$ cat config.mk
export PLATFORM = sky130hd
export DESIGN_NAME = apbArbiter_flat
export DESIGN_NICKNAME = d
export VERILOG_FILES = /design/src/pixPkg.sv /design/src/apbIf.sv /design/src/apbArbiter.sv /design/src/flat_wrapper.sv
export SDC_FILE = /design/constraint.sdc
export NUM_CORES = 1
export LEC_CHECK = 0
export ABC_AREA = 1
export BUFFER_PORTS_ARGS = -buffer_cell sky130_fd_sc_hd__buf_2
export CORE_AREA = 8 8 83 85
export CTS_BUF_LIST = sky130_fd_sc_hd__clkbuf_4
export DETAILED_ROUTE_END_ITERATION = 12
export DIE_AREA = 0 0 91 93
export PLACE_DENSITY = 0.72
export SLEW_MARGIN = 10
export SYNTH_ARGS = -nofsm -noshare
export SYNTH_HDL_FRONTEND = slang
export SYNTH_SLANG_ARGS = --single-unit
export TNS_END_PERCENT = 1
$ cat constraint.sdc
create_clock -name i_clk -period 2.1 [get_ports i_clk]
set_input_delay 0.21 -clock i_clk [delete_from_list [all_inputs] [get_ports i_clk]]
set_output_delay 0.21 -clock i_clk [all_outputs]
set_load 0.01 [all_outputs]
$ cat src/pixPkg.sv
package pixPkg;

	// Frame memory geometry
	localparam int DATA_W    = 32;
	localparam int MEM_DEPTH = 256;
	localparam int ADDR_W    = 8;

	// Pixel formats as seen on the format select input
	typedef enum logic [1:0] {
		fmt4Bit  = 2'd0,
		fmt8Bit  = 2'd1,
		fmt24Bit = 2'd2,
		fmt15Bit = 2'd3
	} pixFormatE;

	// Arbiter phases on the shared memory bus
	typedef enum logic [1:0] {
		arbIdle   = 2'd0,
		arbSetup  = 2'd1,
		arbAccess = 2'd2
	} arbStateE;

endpackage

$ cat src/apbIf.sv
`timescale 1ns/1ns

interface apbIf;
	import pixPkg::*;

	logic [ADDR_W-1:0] paddr;
	logic              psel;
	logic              penable;
	logic              pwrite;
	logic [DATA_W-1:0] pwdata;
	logic [DATA_W-1:0] prdata;
	logic              pready;

	modport requester (
		output paddr, psel, penable, pwrite, pwdata,
		input  prdata, pready
	);

	modport completer (
		input  paddr, psel, penable, pwrite, pwdata,
		output prdata, pready
	);

endinterface

$ cat src/apbArbiter.sv
`timescale 1ns/1ns

module apbArbiter (
	input  logic    i_clk,
	input  logic    i_nrst,
	apbIf.completer wrBus,
	apbIf.completer hostBus,
	apbIf.requester memBus
);
	import pixPkg::*;

	arbStateE state;
	logic     grantHost;
	logic     prioHost;
	logic     pickHost;
	logic     xferDone;

	// Host wins if it asks alone, or if both ask and it holds priority
	assign pickHost = hostBus.psel && (!wrBus.psel || prioHost);
	assign xferDone = (state == arbAccess) && memBus.pready;

	always_ff @(posedge i_clk) begin
		if (!i_nrst) begin
			state     <= arbIdle;
			grantHost <= 1'b0;
			prioHost  <= 1'b0;
		end else begin
			case (state)
				arbIdle: begin
					if (wrBus.psel || hostBus.psel) begin
						grantHost <= pickHost;
						state     <= arbSetup;
					end
				end
				arbSetup: begin
					// Access starts once the granted side is in its own access phase
					if (grantHost ? hostBus.penable : wrBus.penable)
						state <= arbAccess;
				end
				arbAccess: begin
					if (memBus.pready) begin
						// Served side drops to low priority
						prioHost <= !grantHost;
						state    <= arbIdle;
					end
				end
				default: state <= arbIdle;
			endcase
		end
	end

	assign memBus.psel    = (state != arbIdle);
	assign memBus.penable = (state == arbAccess);
	assign memBus.paddr   = grantHost ? hostBus.paddr : wrBus.paddr;
	assign memBus.pwrite  = grantHost ? hostBus.pwrite : wrBus.pwrite;
	assign memBus.pwdata  = grantHost ? hostBus.pwdata : wrBus.pwdata;

	// Response goes back to the granted side only
	assign wrBus.pready    = xferDone && !grantHost;
	assign hostBus.pready  = xferDone && grantHost;
	assign wrBus.prdata    = grantHost ? '0 : memBus.prdata;
	assign hostBus.prdata  = grantHost ? memBus.prdata : '0;

endmodule

$ cat src/flat_wrapper.sv
// flat-port wrapper written by rule: the top's interface ports become plain ports
module apbArbiter_flat import pixPkg::*;
  (i_clk, i_nrst, wrBus_paddr, wrBus_psel, wrBus_penable, wrBus_pwrite, wrBus_pwdata, wrBus_prdata, wrBus_pready, hostBus_paddr, hostBus_psel, hostBus_penable, hostBus_pwrite, hostBus_pwdata, hostBus_prdata, hostBus_pready, memBus_paddr, memBus_psel, memBus_penable, memBus_pwrite, memBus_pwdata, memBus_prdata, memBus_pready);
  apbIf wrBus_i ();
  apbIf hostBus_i ();
  apbIf memBus_i ();
  input  logic i_clk;
  input  logic i_nrst;
  input wire logic [$bits(wrBus_i.paddr)-1:0] wrBus_paddr;
  input wire logic [$bits(wrBus_i.psel)-1:0] wrBus_psel;
  input wire logic [$bits(wrBus_i.penable)-1:0] wrBus_penable;
  input wire logic [$bits(wrBus_i.pwrite)-1:0] wrBus_pwrite;
  input wire logic [$bits(wrBus_i.pwdata)-1:0] wrBus_pwdata;
  output wire logic [$bits(wrBus_i.prdata)-1:0] wrBus_prdata;
  output wire logic [$bits(wrBus_i.pready)-1:0] wrBus_pready;
  input wire logic [$bits(hostBus_i.paddr)-1:0] hostBus_paddr;
  input wire logic [$bits(hostBus_i.psel)-1:0] hostBus_psel;
  input wire logic [$bits(hostBus_i.penable)-1:0] hostBus_penable;
  input wire logic [$bits(hostBus_i.pwrite)-1:0] hostBus_pwrite;
  input wire logic [$bits(hostBus_i.pwdata)-1:0] hostBus_pwdata;
  output wire logic [$bits(hostBus_i.prdata)-1:0] hostBus_prdata;
  output wire logic [$bits(hostBus_i.pready)-1:0] hostBus_pready;
  output wire logic [$bits(memBus_i.paddr)-1:0] memBus_paddr;
  output wire logic [$bits(memBus_i.psel)-1:0] memBus_psel;
  output wire logic [$bits(memBus_i.penable)-1:0] memBus_penable;
  output wire logic [$bits(memBus_i.pwrite)-1:0] memBus_pwrite;
  output wire logic [$bits(memBus_i.pwdata)-1:0] memBus_pwdata;
  input wire logic [$bits(memBus_i.prdata)-1:0] memBus_prdata;
  input wire logic [$bits(memBus_i.pready)-1:0] memBus_pready;
  assign wrBus_i.paddr = wrBus_paddr;
  assign wrBus_i.psel = wrBus_psel;
  assign wrBus_i.penable = wrBus_penable;
  assign wrBus_i.pwrite = wrBus_pwrite;
  assign wrBus_i.pwdata = wrBus_pwdata;
  assign wrBus_prdata = wrBus_i.prdata;
  assign wrBus_pready = wrBus_i.pready;
  assign hostBus_i.paddr = hostBus_paddr;
  assign hostBus_i.psel = hostBus_psel;
  assign hostBus_i.penable = hostBus_penable;
  assign hostBus_i.pwrite = hostBus_pwrite;
  assign hostBus_i.pwdata = hostBus_pwdata;
  assign hostBus_prdata = hostBus_i.prdata;
  assign hostBus_pready = hostBus_i.pready;
  assign memBus_paddr = memBus_i.paddr;
  assign memBus_psel = memBus_i.psel;
  assign memBus_penable = memBus_i.penable;
  assign memBus_pwrite = memBus_i.pwrite;
  assign memBus_pwdata = memBus_i.pwdata;
  assign memBus_i.prdata = memBus_prdata;
  assign memBus_i.pready = memBus_pready;
  apbArbiter u_core (.i_clk(i_clk), .i_nrst(i_nrst), .wrBus(wrBus_i), .hostBus(hostBus_i), .memBus(memBus_i));
endmodule
Word-level counts from Yosys, hierarchy flattened
Index checks and enable logic that the tools add are counted.
{"block": "word_totals", "ff_bits": 4, "output_inout_bits": 109}
{"block": "classes", "eq_ne": 5, "n_mux": 10, "n_reduce_logical": 13}
{"cell": "$mux W32", "count": 3}
{"cell": "$mux W8", "count": 1}
{"cell": "$mux W2", "count": 3}
{"cell": "$ne A2 B1 Y1 const B", "count": 3}
{"cell": "$pmux W2 S3", "count": 1}
{"cell": "$logic_and A1 B1 Y1", "count": 4}
{"cell": "$reduce_and A2 Y1", "count": 2}
{"cell": "$reduce_and A3 Y1", "count": 1}
{"cell": "$eq A2 B1 Y1 const B", "count": 1}
{"cell": "$eq A2 B2 Y1 const B", "count": 1}
{"cell": "$logic_not A1 Y1", "count": 2}
{"cell": "$logic_not A2 Y1", "count": 1}
{"cell": "$logic_or A1 B1 Y1", "count": 2}
{"cell": "$mux W1", "count": 2}
{"cell": "$reduce_bool A2 Y1", "count": 1}

Depth between registers and ports, before layout
Gate-level depths: netlist of the first run.
{"block": "logic_depth", "word_depth": 3, "mapped_depth": 6, "mapped_depth_nobuf": 5}

Least setup slack after synthesis of the first run
No wires, ideal clock.
{"block": "synth_timing", "path_kind": "register to output", "from": "register u_core.grantHost", "to": "output wrBus_prdata[10]", "t_arrival_ns": 0.847, "t_required_ns": 1.890, "setup_slack_ns": 1.043, "path_stages_with_launch": 5, "path_buffers": 3, "cell_sequence": "dfxtp_1 buf_6 buf_6 buf_6 nor2_1"}
{"block": "synth_via", "elab_chain_cells": 1}
{"element": "from (decl)", "line": "apbArbiter.sv:13", "source": "logic grantHost;"}
{"element": "from (signal assigned)", "line": "apbArbiter.sv:31", "source": "grantHost <= pickHost;"}
{"element": "$mux W32", "line": "apbArbiter.sv:61", "source": "assign wrBus.prdata = grantHost ? '0 : memBus.prdata;"}
{"element": "to (decl)", "line": "flat_wrapper.sv:14", "source": "output wire logic [$bits(wrBus_i.prdata)-1:0] wrBus_prdata;"}
No other way between the ends.

Final worst setup path of the first run
{"block": "layout_timing", "from": "register u_core.grantHost", "to": "output memBus_pwdata[28]"}
{"block": "layout_via", "elab_chain_cells": 1}
{"element": "$mux W32", "line": "apbArbiter.sv:56", "source": "assign memBus.pwdata = grantHost ? hostBus.pwdata : wrBus.pwdata;"}
{"element": "to (decl)", "line": "flat_wrapper.sv:27", "source": "output wire logic [$bits(memBus_i.pwdata)-1:0] memBus_pwdata;"}
No other way between the ends.

==> flow_metrics.env, run 1 <==
export IMPL_status="finished, final reports clean"
export IMPL_p_seq_frac=0.119
export IMPL_route_detailed_drc=0
export IMPL_grt_usage=0.1437
export IMPL_hp_start="i_nrst"
export IMPL_drv_slew=0
export IMPL_clock_sinks=4
export IMPL_p_sw_frac=0.4655
export IMPL_grt_pass1_wl_mm=10.40
export IMPL_synth_area_top_cells="nand2_1 47%, inv_1 20%, nor2_1 10%"
export IMPL_leakage_nw=2.012
export IMPL_die_y_um=93
export IMPL_synthesis_nets=420
export IMPL_die_area_um2=8463
export IMPL_cts_path_max_buffers=2
export IMPL_crit_slowest_cell="dfxtp_4"
export IMPL_r2r_end="u_core.state[1]$_SDFFE_PN0P_"
export IMPL_final_layout_size_suffix_gt1_frac=0.4700
export IMPL_cp_arrival_ps=1340
export IMPL_power_switching_uw=359.5
export IMPL_comb_power_share=0.724
export IMPL_fin_util=0.4334
export IMPL_grt_overflow=0
export IMPL_cts_hold_buffers=0
export IMPL_ir_drop_uv=127.2
export IMPL_cpPeakStageDelay_ps=430
export IMPL_start_kind="flip-flop"
export IMPL_antenna_found_initial=0
export IMPL_placed_area_um2=2430
export IMPL_clockPowerShare=0.157
export IMPL_critical_path_class="flip-flop to primary output"
export IMPL_final_antenna_net_count=0
export IMPL_p_total_uw=772.2
export IMPL_nets=639
export IMPL_synth_top_area_frac=0.4694
export IMPL_min_to="u_core.state[1]$_SDFFE_PN0P_"
export IMPL_post_cts_repair_setup_buffers=0
export IMPL_nFillCells=640
export IMPL_worst_pin_slew_ps=400.4
export IMPL_mappedNetlistArea_um2=1287
export IMPL_min_path_type="primary input to flip-flop"
export IMPL_dr_pass1_iters=4
export IMPL_hold_viol=0
export IMPL_syn_instance_count=299
export IMPL_path_cells="buf_12 > nand2_1 > nand2_1 > buf_2"
export IMPL_fmax_mhz=644.6
export IMPL_initial_utilization=0.2269
export IMPL_wl_per_cell_um=11.52
export IMPL_period_minus_slack_ps=1551
export IMPL_insertion_delay_ps=240
export IMPL_drv_cap=0
export IMPL_reg2reg_depth=5
export IMPL_grt_pass1_vias=2297
export IMPL_fin_crit_sh=0.7387
export IMPL_end_kind="primary output"
export IMPL_vias_per_cell=3.988
export IMPL_synth_area_per_cell_um2=4.306
export IMPL_max_slew_margin=0.7331
export IMPL_reg2reg_slack_ps=880
export IMPL_hold_depth=3
export IMPL_io_buffers=229
export IMPL_cts_tree="done"
export IMPL_post_cts_resized=0
export IMPL_yosysWarningCount=0
export IMPL_grt_max_degree=99
export IMPL_fin_skew_ps=9.772
export IMPL_crit_fanout=98
export IMPL_antenna_cells=0
export IMPL_final_common_cell="buf_2"
export IMPL_yosysSeqAreaShare=0.06220
export IMPL_die_w_um=91
export IMPL_gp_congestion=0.8396
export IMPL_finalNonFillerCells=592
export IMPL_root_buffer="clkbuf_4"
export IMPL_intPower_uw=412.7
export IMPL_required_ps=1890
export IMPL_whs_ps=255.8
export IMPL_htree_levels=1
export IMPL_area_delta_synth_final_pct=91.06
export IMPL_setup_ws_ps=548.8
export IMPL_hpwl_mm=6.001
export IMPL_synth_cell_types=18
export IMPL_drtIter0Drc=36
export IMPL_yosysTopAreaCell="nand2_1"
export IMPL_synth_seq_cells=4
export IMPL_rows=28
export IMPL_vias=2361
export IMPL_worst_path_most_repeated_cell="nand2_1"
export IMPL_layout_common_cells="229 x buf_2, 161 x nand2_1, 68 x inv_1"
export IMPL_ios=230
export IMPL_design_area_um2=2460
export IMPL_cts_buffers=3
export IMPL_r2r_start="u_core.grantHost$_SDFFE_PN0P_"
export IMPL_rsz0062_at_grt="no"
export IMPL_wl_mm=6.820
export IMPL_setup_violations=0
export IMPL_power_density_nw_per_um2=313.9
export IMPL_dp_cells=588
export IMPL_pre_cts_slack_ps=792.8
export IMPL_setup_tns_ps=0
export IMPL_clkTransAtPathRegs_ps=50
export IMPL_coreArea_um2=5675
-- synth_stat cells (all sizes together) --
cell	count
nor3	1
dfxtp	4
nor2	39
nand2	162
a21oi	2
o21ai	1
nand3	2
a31oi	1
a211oi	1
inv	70
buf	16
-- routing by layer --
metal  vias up  share of wire  global-route usage
li1       1263              -                   -
met1       940           0.38              0.1368
met2       150           0.48              0.2733
met3         8           0.12             0.06170
met4         0          0.016             0.04366
met5         -              0                   0
-- worst max-delay path by stage --
stage | startpoint | to | slack, ps | cells past startpoint
2_1_floorplan | u_core.grantHost$_SDFFE_PN0P_ | wrBus_prdata[10] | 1040 | 4
3_3_place_gp | u_core.grantHost$_SDFFE_PN0P_ | memBus_paddr[7] | 790 | 4
3_5_place_dp | u_core.grantHost$_SDFFE_PN0P_ | memBus_paddr[7] | 790 | 4
4_1_cts | u_core.grantHost$_SDFFE_PN0P_ | memBus_paddr[7] | 520 | 4
5_1_grt | u_core.grantHost$_SDFFE_PN0P_ | memBus_pwdata[23] | 410 | 4
6_report | u_core.grantHost$_SDFFE_PN0P_ | memBus_pwdata[28] | 550 | 4
-- area by class of cell --
type	count	area (µm²)	area share
sequential	4	83.83	0.03408
tap	75	93.84	0.03815
multi-input combinational	209	820.8	0.3337
timing repair buffer	230	1166	0.4741
clock buffer	4	30.03	0.01221
inverter	70	265.3	0.1078
-- critical path: cells and delay by family (launching register included) --
kind / cells / cell delay, ps
buffers and inverters: 2 / 470
flip-flops: 1 / 430
AND/OR/NAND/NOR: 2 / 170
-- power by group through the flow --
stage	clock network, mW	logic [mW]	registers, mW
2_1_floorplan	0	0.294	0.0879
4_1_cts	0.130	0.570	0.0918
3_5_place_dp	0	0.568	0.0932
6_report	0.121	0.559	0.0919
5_1_grt	0.137	0.628	0.0927
3_3_place_gp	0	0.562	0.0927
-- flip-flops by register name, indices dropped and copies added, names as in the netlist --
signal            flops
u_core.state          2
u_core.grantHost      1
u_core.prioHost       1
-- cell families after synthesis --
| group | count (synthesis) | synth area share |
|---|---|---|
| AO/OA/AOI/OAI | 5 | 0.02624 |
| buffers and inverters | 86 | 0.3003 |
| flip-flops | 4 | 0.06220 |
| AND/OR/NAND/NOR | 204 | 0.6113 |
No activity file was read; power rests on OpenSTA's default activity.
==> run 2, diff against run 1 <==
- ABC_AREA: 1 -> 0
- CORE_AREA: 8 8 83 85 -> 8 8 82 84
- DIE_AREA: 0 0 91 93 -> 0 0 90 92
- PLACE_DENSITY: 0.72 -> 0.71
- clock period: 2.1 -> 1.6 ns (I/O delays scaled with it)
==> flow_metrics.env, run 2 <==
export IMPL_status="finished, final reports clean"
export IMPL_drv_slew=0
export IMPL_reg2reg_slack_ps=300
export IMPL_p_total_mw=1.067
export IMPL_post_synth_top_count_cell="mux2_2"
export IMPL_htree_levels=1
export IMPL_p_sw_frac=0.3952
export IMPL_ios=230
export IMPL_r2r_start="u_core.grantHost$_SDFFE_PN0P_"
export IMPL_die_w_um=90
export IMPL_setup_ws_ps=93.64
export IMPL_p_seq_frac=0.118
export IMPL_initial_utilization=0.2153
export IMPL_cts_tree="done"
export IMPL_cts_buffers=3
export IMPL_vias_per_cell=4.239
export IMPL_synth_top_area_frac=0.3774
export IMPL_root_buffer="clkbuf_4"
export IMPL_power_density_nw_per_um2=431.6
export IMPL_largestRegisters="u_core.state (2), u_core.grantHost (1), u_core.prioHost (1)"
export IMPL_fmax_mhz=663.9
export IMPL_setup_violations=0
export IMPL_grt_max_degree=43
export IMPL_busiest_layer="met2"
export IMPL_synthesis_nets=263
export IMPL_insertion_delay_ps=240
export IMPL_vias=1878
export IMPL_nets=493
export IMPL_wl_mm=6.791
export IMPL_use_met3=0.04482
export IMPL_die_area_um2=8280
export IMPL_clockPowerShare=0.151
export IMPL_grt_overflow=0
export IMPL_end_kind="primary output"
export IMPL_layout_common_cells="229 x buf_2, 39 x mux2_2, 34 x nor2b_1, 34 x and2_1, 5 x buf_4"
export IMPL_yosysTopAreaCell="mux2_2"
export IMPL_synth_main_ff_cell="dfxtp_1"
export IMPL_coreArea_um2=5405
export IMPL_final_layout_size_suffix_gt1_frac=0.7655
export IMPL_max_slew_margin=0.7574
export IMPL_yosysSeqAreaShare=0.06882
export IMPL_critical_path_class="flip-flop to primary output"
export IMPL_grt_pass1_vias=1913
export IMPL_area_delta_synth_final_pct=112.4
export IMPL_io_buffers=229
export IMPL_max_flop_register="u_core.state"
export IMPL_synth_area_per_cell_um2=8.194
export IMPL_hold_viol=0
export IMPL_grt_pass1_wl_mm=10.14
export IMPL_power_switching_uw=421.5
export IMPL_met1_usage=0.1438
export IMPL_fin_crit_sh=0.9415
export IMPL_largest_reg_flops=2
export IMPL_clock_sinks=4
export IMPL_antenna_cells=0
export IMPL_syn_instance_count=142
export IMPL_synth_cell_types=22
export IMPL_fin_util=0.4572
export IMPL_synth_area_top_cells="mux2_2 38%, and2_1 18%, nor2b_1 18%"
export IMPL_nFillCells=535
export IMPL_min_path_type="primary input to flip-flop"
export IMPL_rows=27
export IMPL_yosysWarningCount=0
export IMPL_synth_edf_count=0
export IMPL_synth_seq_cells=4
export IMPL_start_kind="flip-flop"
export IMPL_cts_path_max_buffers=2
export IMPL_gp_congestion=0.8314
export IMPL_synthArstFlopShare=0
export IMPL_rsz0062_at_grt="no"
export IMPL_antenna_found_initial=0
export IMPL_drv_cap=0
export IMPL_route_detailed_drc=0
export IMPL_drtIter0Drc=42
export IMPL_mappedNetlistArea_um2=1164
export IMPL_synth_commonest_cells="39 x mux2_2, 34 x and2_1, 34 x nor2b_1"
export IMPL_required_ps=1440
export IMPL_dr_pass1_iters=4
export IMPL_post_cts_resized=0
export IMPL_setup_tns_ps=0
export IMPL_worst_pin_slew_ps=361.1
export IMPL_startpoint="u_core.grantHost$_SDFFE_PN0P_"
export IMPL_crit_fanout=23
export IMPL_comb_power_share=0.731
export IMPL_leakage_nw=1.457
export IMPL_intPower_uw=645.1
export IMPL_die_y_um=92
export IMPL_fin_skew_ps=0.8253
export IMPL_hpwl_mm=6.125
export IMPL_hp_start="hostBus_psel"
export IMPL_cp_arrival_ps=1350
export IMPL_clkTransAtPathRegs_ps=40
export IMPL_met2_usage=0.2933
export IMPL_final_common_cell="buf_2"
export IMPL_grt_usage=0.1459
export IMPL_final_antenna_net_count=0
export IMPL_ir_drop_uv=457.9
export IMPL_period_minus_slack_ps=1506
export IMPL_wl_per_cell_um=15.33
export IMPL_pre_cts_slack_ps=279.7
[run 2: changes by cell type after synthesis, moves of 2 or more]
cell      delta
nor2_1      -34
nand2_1    -160
nor2_2       -3
mux2_1       +2
clkbuf_1     +5
a21oi_1      -2
nand3_1      -2
and2_1      +34
mux2_2      +39
inv_1       -64
nor2b_1     +34
buf_4        -4
buf_6        -4
[run 2: worst paths after layout]
| path | endpoint | depth (start not counted) |
|---|---|---|
| worst max register to register | u_core.state[0]$_SDFFE_PN0P_ | 3 |
| worst max-delay path | memBus_pwdata[0] | 3 |
| worst min register to register | u_core.prioHost$_SDFFE_PN0N_ | 2 |
| worst min-delay path | u_core.grantHost$_SDFFE_PN0P_ | 3 |
[run 2: logic make-up after synthesis]
group	share of synthesized area
and+or+nand+nor	0.4097
muxes	0.4097
buffers and inverters	0.06451
AOI/OAI and AO/OA	0.04732
DFF	0.06882
[run 2: layout make-up]
| class | instances | area (µm²) | share of cell area |
|---|---|---|---|
| Timing Repair Buffer | 237 | 1244 | 0.5033 |
| Multi-Input combinational cell | 122 | 1008 | 0.4081 |
| Tap cell | 72 | 90.09 | 0.03646 |
| Sequential cell | 4 | 83.83 | 0.03392 |
| Clock buffer | 4 | 30.03 | 0.01215 |
| Inverter | 4 | 15.01 | 0.006076 |
[run 2: metrics by stage]
| stage | instance area (µm²) | instances | hold WS, ps |
|---|---|---|---|
| finish | 2471 | 443 | 202.0 |
| global placement | 2411 | 435 | 455.8 |
| floorplan | 1164 | 142 | 315.7 |
| global route | 2471 | 443 | 211.6 |
| detailed placement | 2411 | 435 | 448.2 |
| CTS | 2441 | 439 | 193.1 |
[run 2: repair_timing]
item,4_1_cts,5_1_grt
buffers inserted,0,4
setup endpoints to repair,0,41
hold buffers,0,0
[run 2: routing by layer]
metal  wire length, µm  share of wire
met5                 0              0
met2              3762           0.55
met4                41         0.0060
met1              2467           0.36
met3               519          0.076
[run 2: critical path: stages, from the launching register on]
cell and delay [ps]:
dfxtp_4 420, buf_12 190, mux2_2 350, buf_2 150
[run 2: power groups by stage]
stage / combinational (mW) / sequential (mW) / clock [mW]
5_1_grt: 0.848 / 0.128 / 0.174
3_3_place_gp: 0.759 / 0.131 / 0
2_1_floorplan: 0.393 / 0.118 / 0
6_report: 0.779 / 0.126 / 0.161
4_1_cts: 0.777 / 0.130 / 0.165
3_5_place_dp: 0.774 / 0.132 / 0
==> run 3, diff against run 2 <==
- CORE_AREA: 8 8 82 84 -> 8 8 83 85
- DIE_AREA: 0 0 90 92 -> 0 0 91 93
- PLACE_DENSITY: 0.71 -> 0.69
==> flow_metrics.env, run 3 (synthesis results as in run 2) <==
export IMPL_vias=1823
export IMPL_area_delta_synth_final_pct=110.8
export IMPL_dr_pass1_iters=4
export IMPL_fin_crit_sh=0.9226
export IMPL_initial_utilization=0.2050
export IMPL_crit_slowest_cell="dfxtp_4"
export IMPL_clockPowerShare=0.156
export IMPL_power_density_nw_per_um2=433.7
export IMPL_gp_congestion=0.8281
export IMPL_p_total_mw=1.064
export IMPL_layout_common_cells="229 x buf_2, 39 x mux2_2, 34 x nor2b_1, 34 x and2_1"
export IMPL_design_area_um2=2452
export IMPL_nFillCells=589
export IMPL_ios=230
export IMPL_min_path_type="primary input to flip-flop"
export IMPL_htree_levels=1
export IMPL_dp_cells=437
export IMPL_largest_reg_flops=2
export IMPL_critical_path_class="flip-flop to primary output"
export IMPL_comb_power_share=0.729
export IMPL_leakage_nw=1.441
export IMPL_crit_fanout=29
export IMPL_grt_pass1_vias=1746
export IMPL_finalNonFillerCells=443
export IMPL_period_minus_slack_ps=1476
export IMPL_nets=490
export IMPL_rows=28
export IMPL_hp_start="hostBus_psel"
export IMPL_drv_slew=0
export IMPL_end_kind="primary output"
export IMPL_setup_tns_ps=0
export IMPL_critical_path_buf_inv_count=2
export IMPL_met2_usage=0.2600
export IMPL_setup_violations=0
export IMPL_pre_cts_slack_ps=253.2
export IMPL_antenna_found_initial=0
export IMPL_max_flop_register="u_core.state"
export IMPL_start_kind="flip-flop"
export IMPL_clock_sinks=4
export IMPL_reg2reg_depth=3
export IMPL_grt_overflow=0
export IMPL_worst_pin_slew_ps=353.1
export IMPL_cts_buffers=3
export IMPL_clkTransAtPathRegs_ps=50
export IMPL_fin_skew_ps=6.689
export IMPL_rsz0062_at_grt="no"
export IMPL_die_area_um2=8463
export IMPL_cpPeakStageDelay_ps=380
export IMPL_crit_family="flip-flops"
export IMPL_insertion_delay_ps=250
export IMPL_max_slew_margin=0.7628
export IMPL_cts_path_max_buffers=2
export IMPL_final_common_cell="buf_2"
export IMPL_seq_area_um2=83.83
export IMPL_vias_per_cell=4.115
export IMPL_setup_ws_ps=123.9
export IMPL_grt_pass1_wl_mm=9.370
export IMPL_largestRegisters="u_core.state (2), u_core.grantHost (1), u_core.prioHost (1)"
export IMPL_fmax_mhz=677.5
export IMPL_intPower_uw=638.6
export IMPL_drtIter0Drc=28
export IMPL_placed_area_um2=2407
export IMPL_busiest_layer="met2"
export IMPL_wl_per_cell_um=14.86
export IMPL_cp_arrival_ps=1320
export IMPL_hold_viol=0
export IMPL_cts_hold_buffers=0
export IMPL_p_sw_frac=0.3996
export IMPL_required_ps=1440
export IMPL_antenna_cells=0
export IMPL_final_antenna_net_count=0
export IMPL_grt_usage=0.1317
export IMPL_drv_cap=0
export IMPL_hpwl_mm=5.896
export IMPL_path_depth=3
export IMPL_met1_usage=0.1368
export IMPL_hold_depth=3
export IMPL_cts_tree="done"
export IMPL_io_buffers=229
export IMPL_startpoint="u_core.grantHost$_SDFFE_PN0P_"
export IMPL_die_w_um=91
export IMPL_final_layout_size_suffix_gt1_frac=0.7636
export IMPL_status="finished, final reports clean"
export IMPL_path_cells="buf_12 > mux2_2 > buf_2"
export IMPL_grt_max_degree=47
export IMPL_multiInputGateArea_um2=1008
export IMPL_die_y_um=93
export IMPL_coreArea_um2=5675
export IMPL_p_seq_frac=0.115
export IMPL_power_switching_uw=425.0
export IMPL_wl_mm=6.583
export IMPL_r2r_start="u_core.grantHost$_SDFFE_PN0P_"
export IMPL_ir_drop_uv=277.4
export IMPL_route_detailed_drc=0
export IMPL_root_buffer="clkbuf_4"
export IMPL_use_met3=0.03846
==> run 3: changes by cell type in the layout (fill, tap and decap cells not counted) <==
cell,before,now
buf_4,5,2
==> run 3: worst min-delay path: stages <==
cell,delay [ps]
buf_2,100
inv_1,50
o32ai_1,80
==> run 3: power groups by stage <==
stage          combinational, mW  sequential, mW  clock (mW)
2_1_floorplan              0.393           0.118           0
3_3_place_gp               0.756           0.131           0
3_5_place_dp               0.770           0.133           0
4_1_cts                    0.788           0.122       0.172
5_1_grt                    0.839           0.124       0.180
6_report                   0.775           0.122       0.166
==> run 3: what timing repair did <==
action                     in CTS  in global routing
hold endpoints to repair        0                  0
setup endpoints to repair      20                  0
buffers inserted                2                  0
resized for setup               0                  0
==> run 3: cell type report <==
| class | count | share of cell area |
|---|---|---|
| Sequential cell | 4 | 0.03418 |
| Clock buffer | 4 | 0.01224 |
| Timing Repair Buffer | 234 | 0.4980 |
| Inverter | 4 | 0.006122 |
| Multi-Input combinational cell | 122 | 0.4112 |
| Tap cell | 75 | 0.03827 |
==> run 3: through the flow <==
step / util / hold slack [ps]
3_3_place_gp: 0.4242 / 445.3
3_5_place_dp: 0.4242 / 448.3
2_1_floorplan: - / 315.7
6_report: 0.4321 / 183.5
4_1_cts: 0.4321 / 185.7
5_1_grt: 0.4321 / 210.2
==> run 3: layer usage <==
layer / up-vias / part of all wire
li1: 927 / -
met1: 793 / 0.38
met2: 100 / 0.54
met3: 3 / 0.079
met4: 0 / 0.0035
met5: - / 0
==> run 3: worst paths after layout <==
kind	endpoint	slack [ps]
setup / recovery	memBus_pwdata[30]	120
hold / removal	u_core.grantHost$_SDFFE_PN0P_	180
setup reg to reg	u_core.state[0]$_SDFFE_PN0P_	270
hold reg to reg	u_core.prioHost$_SDFFE_PN0N_	470
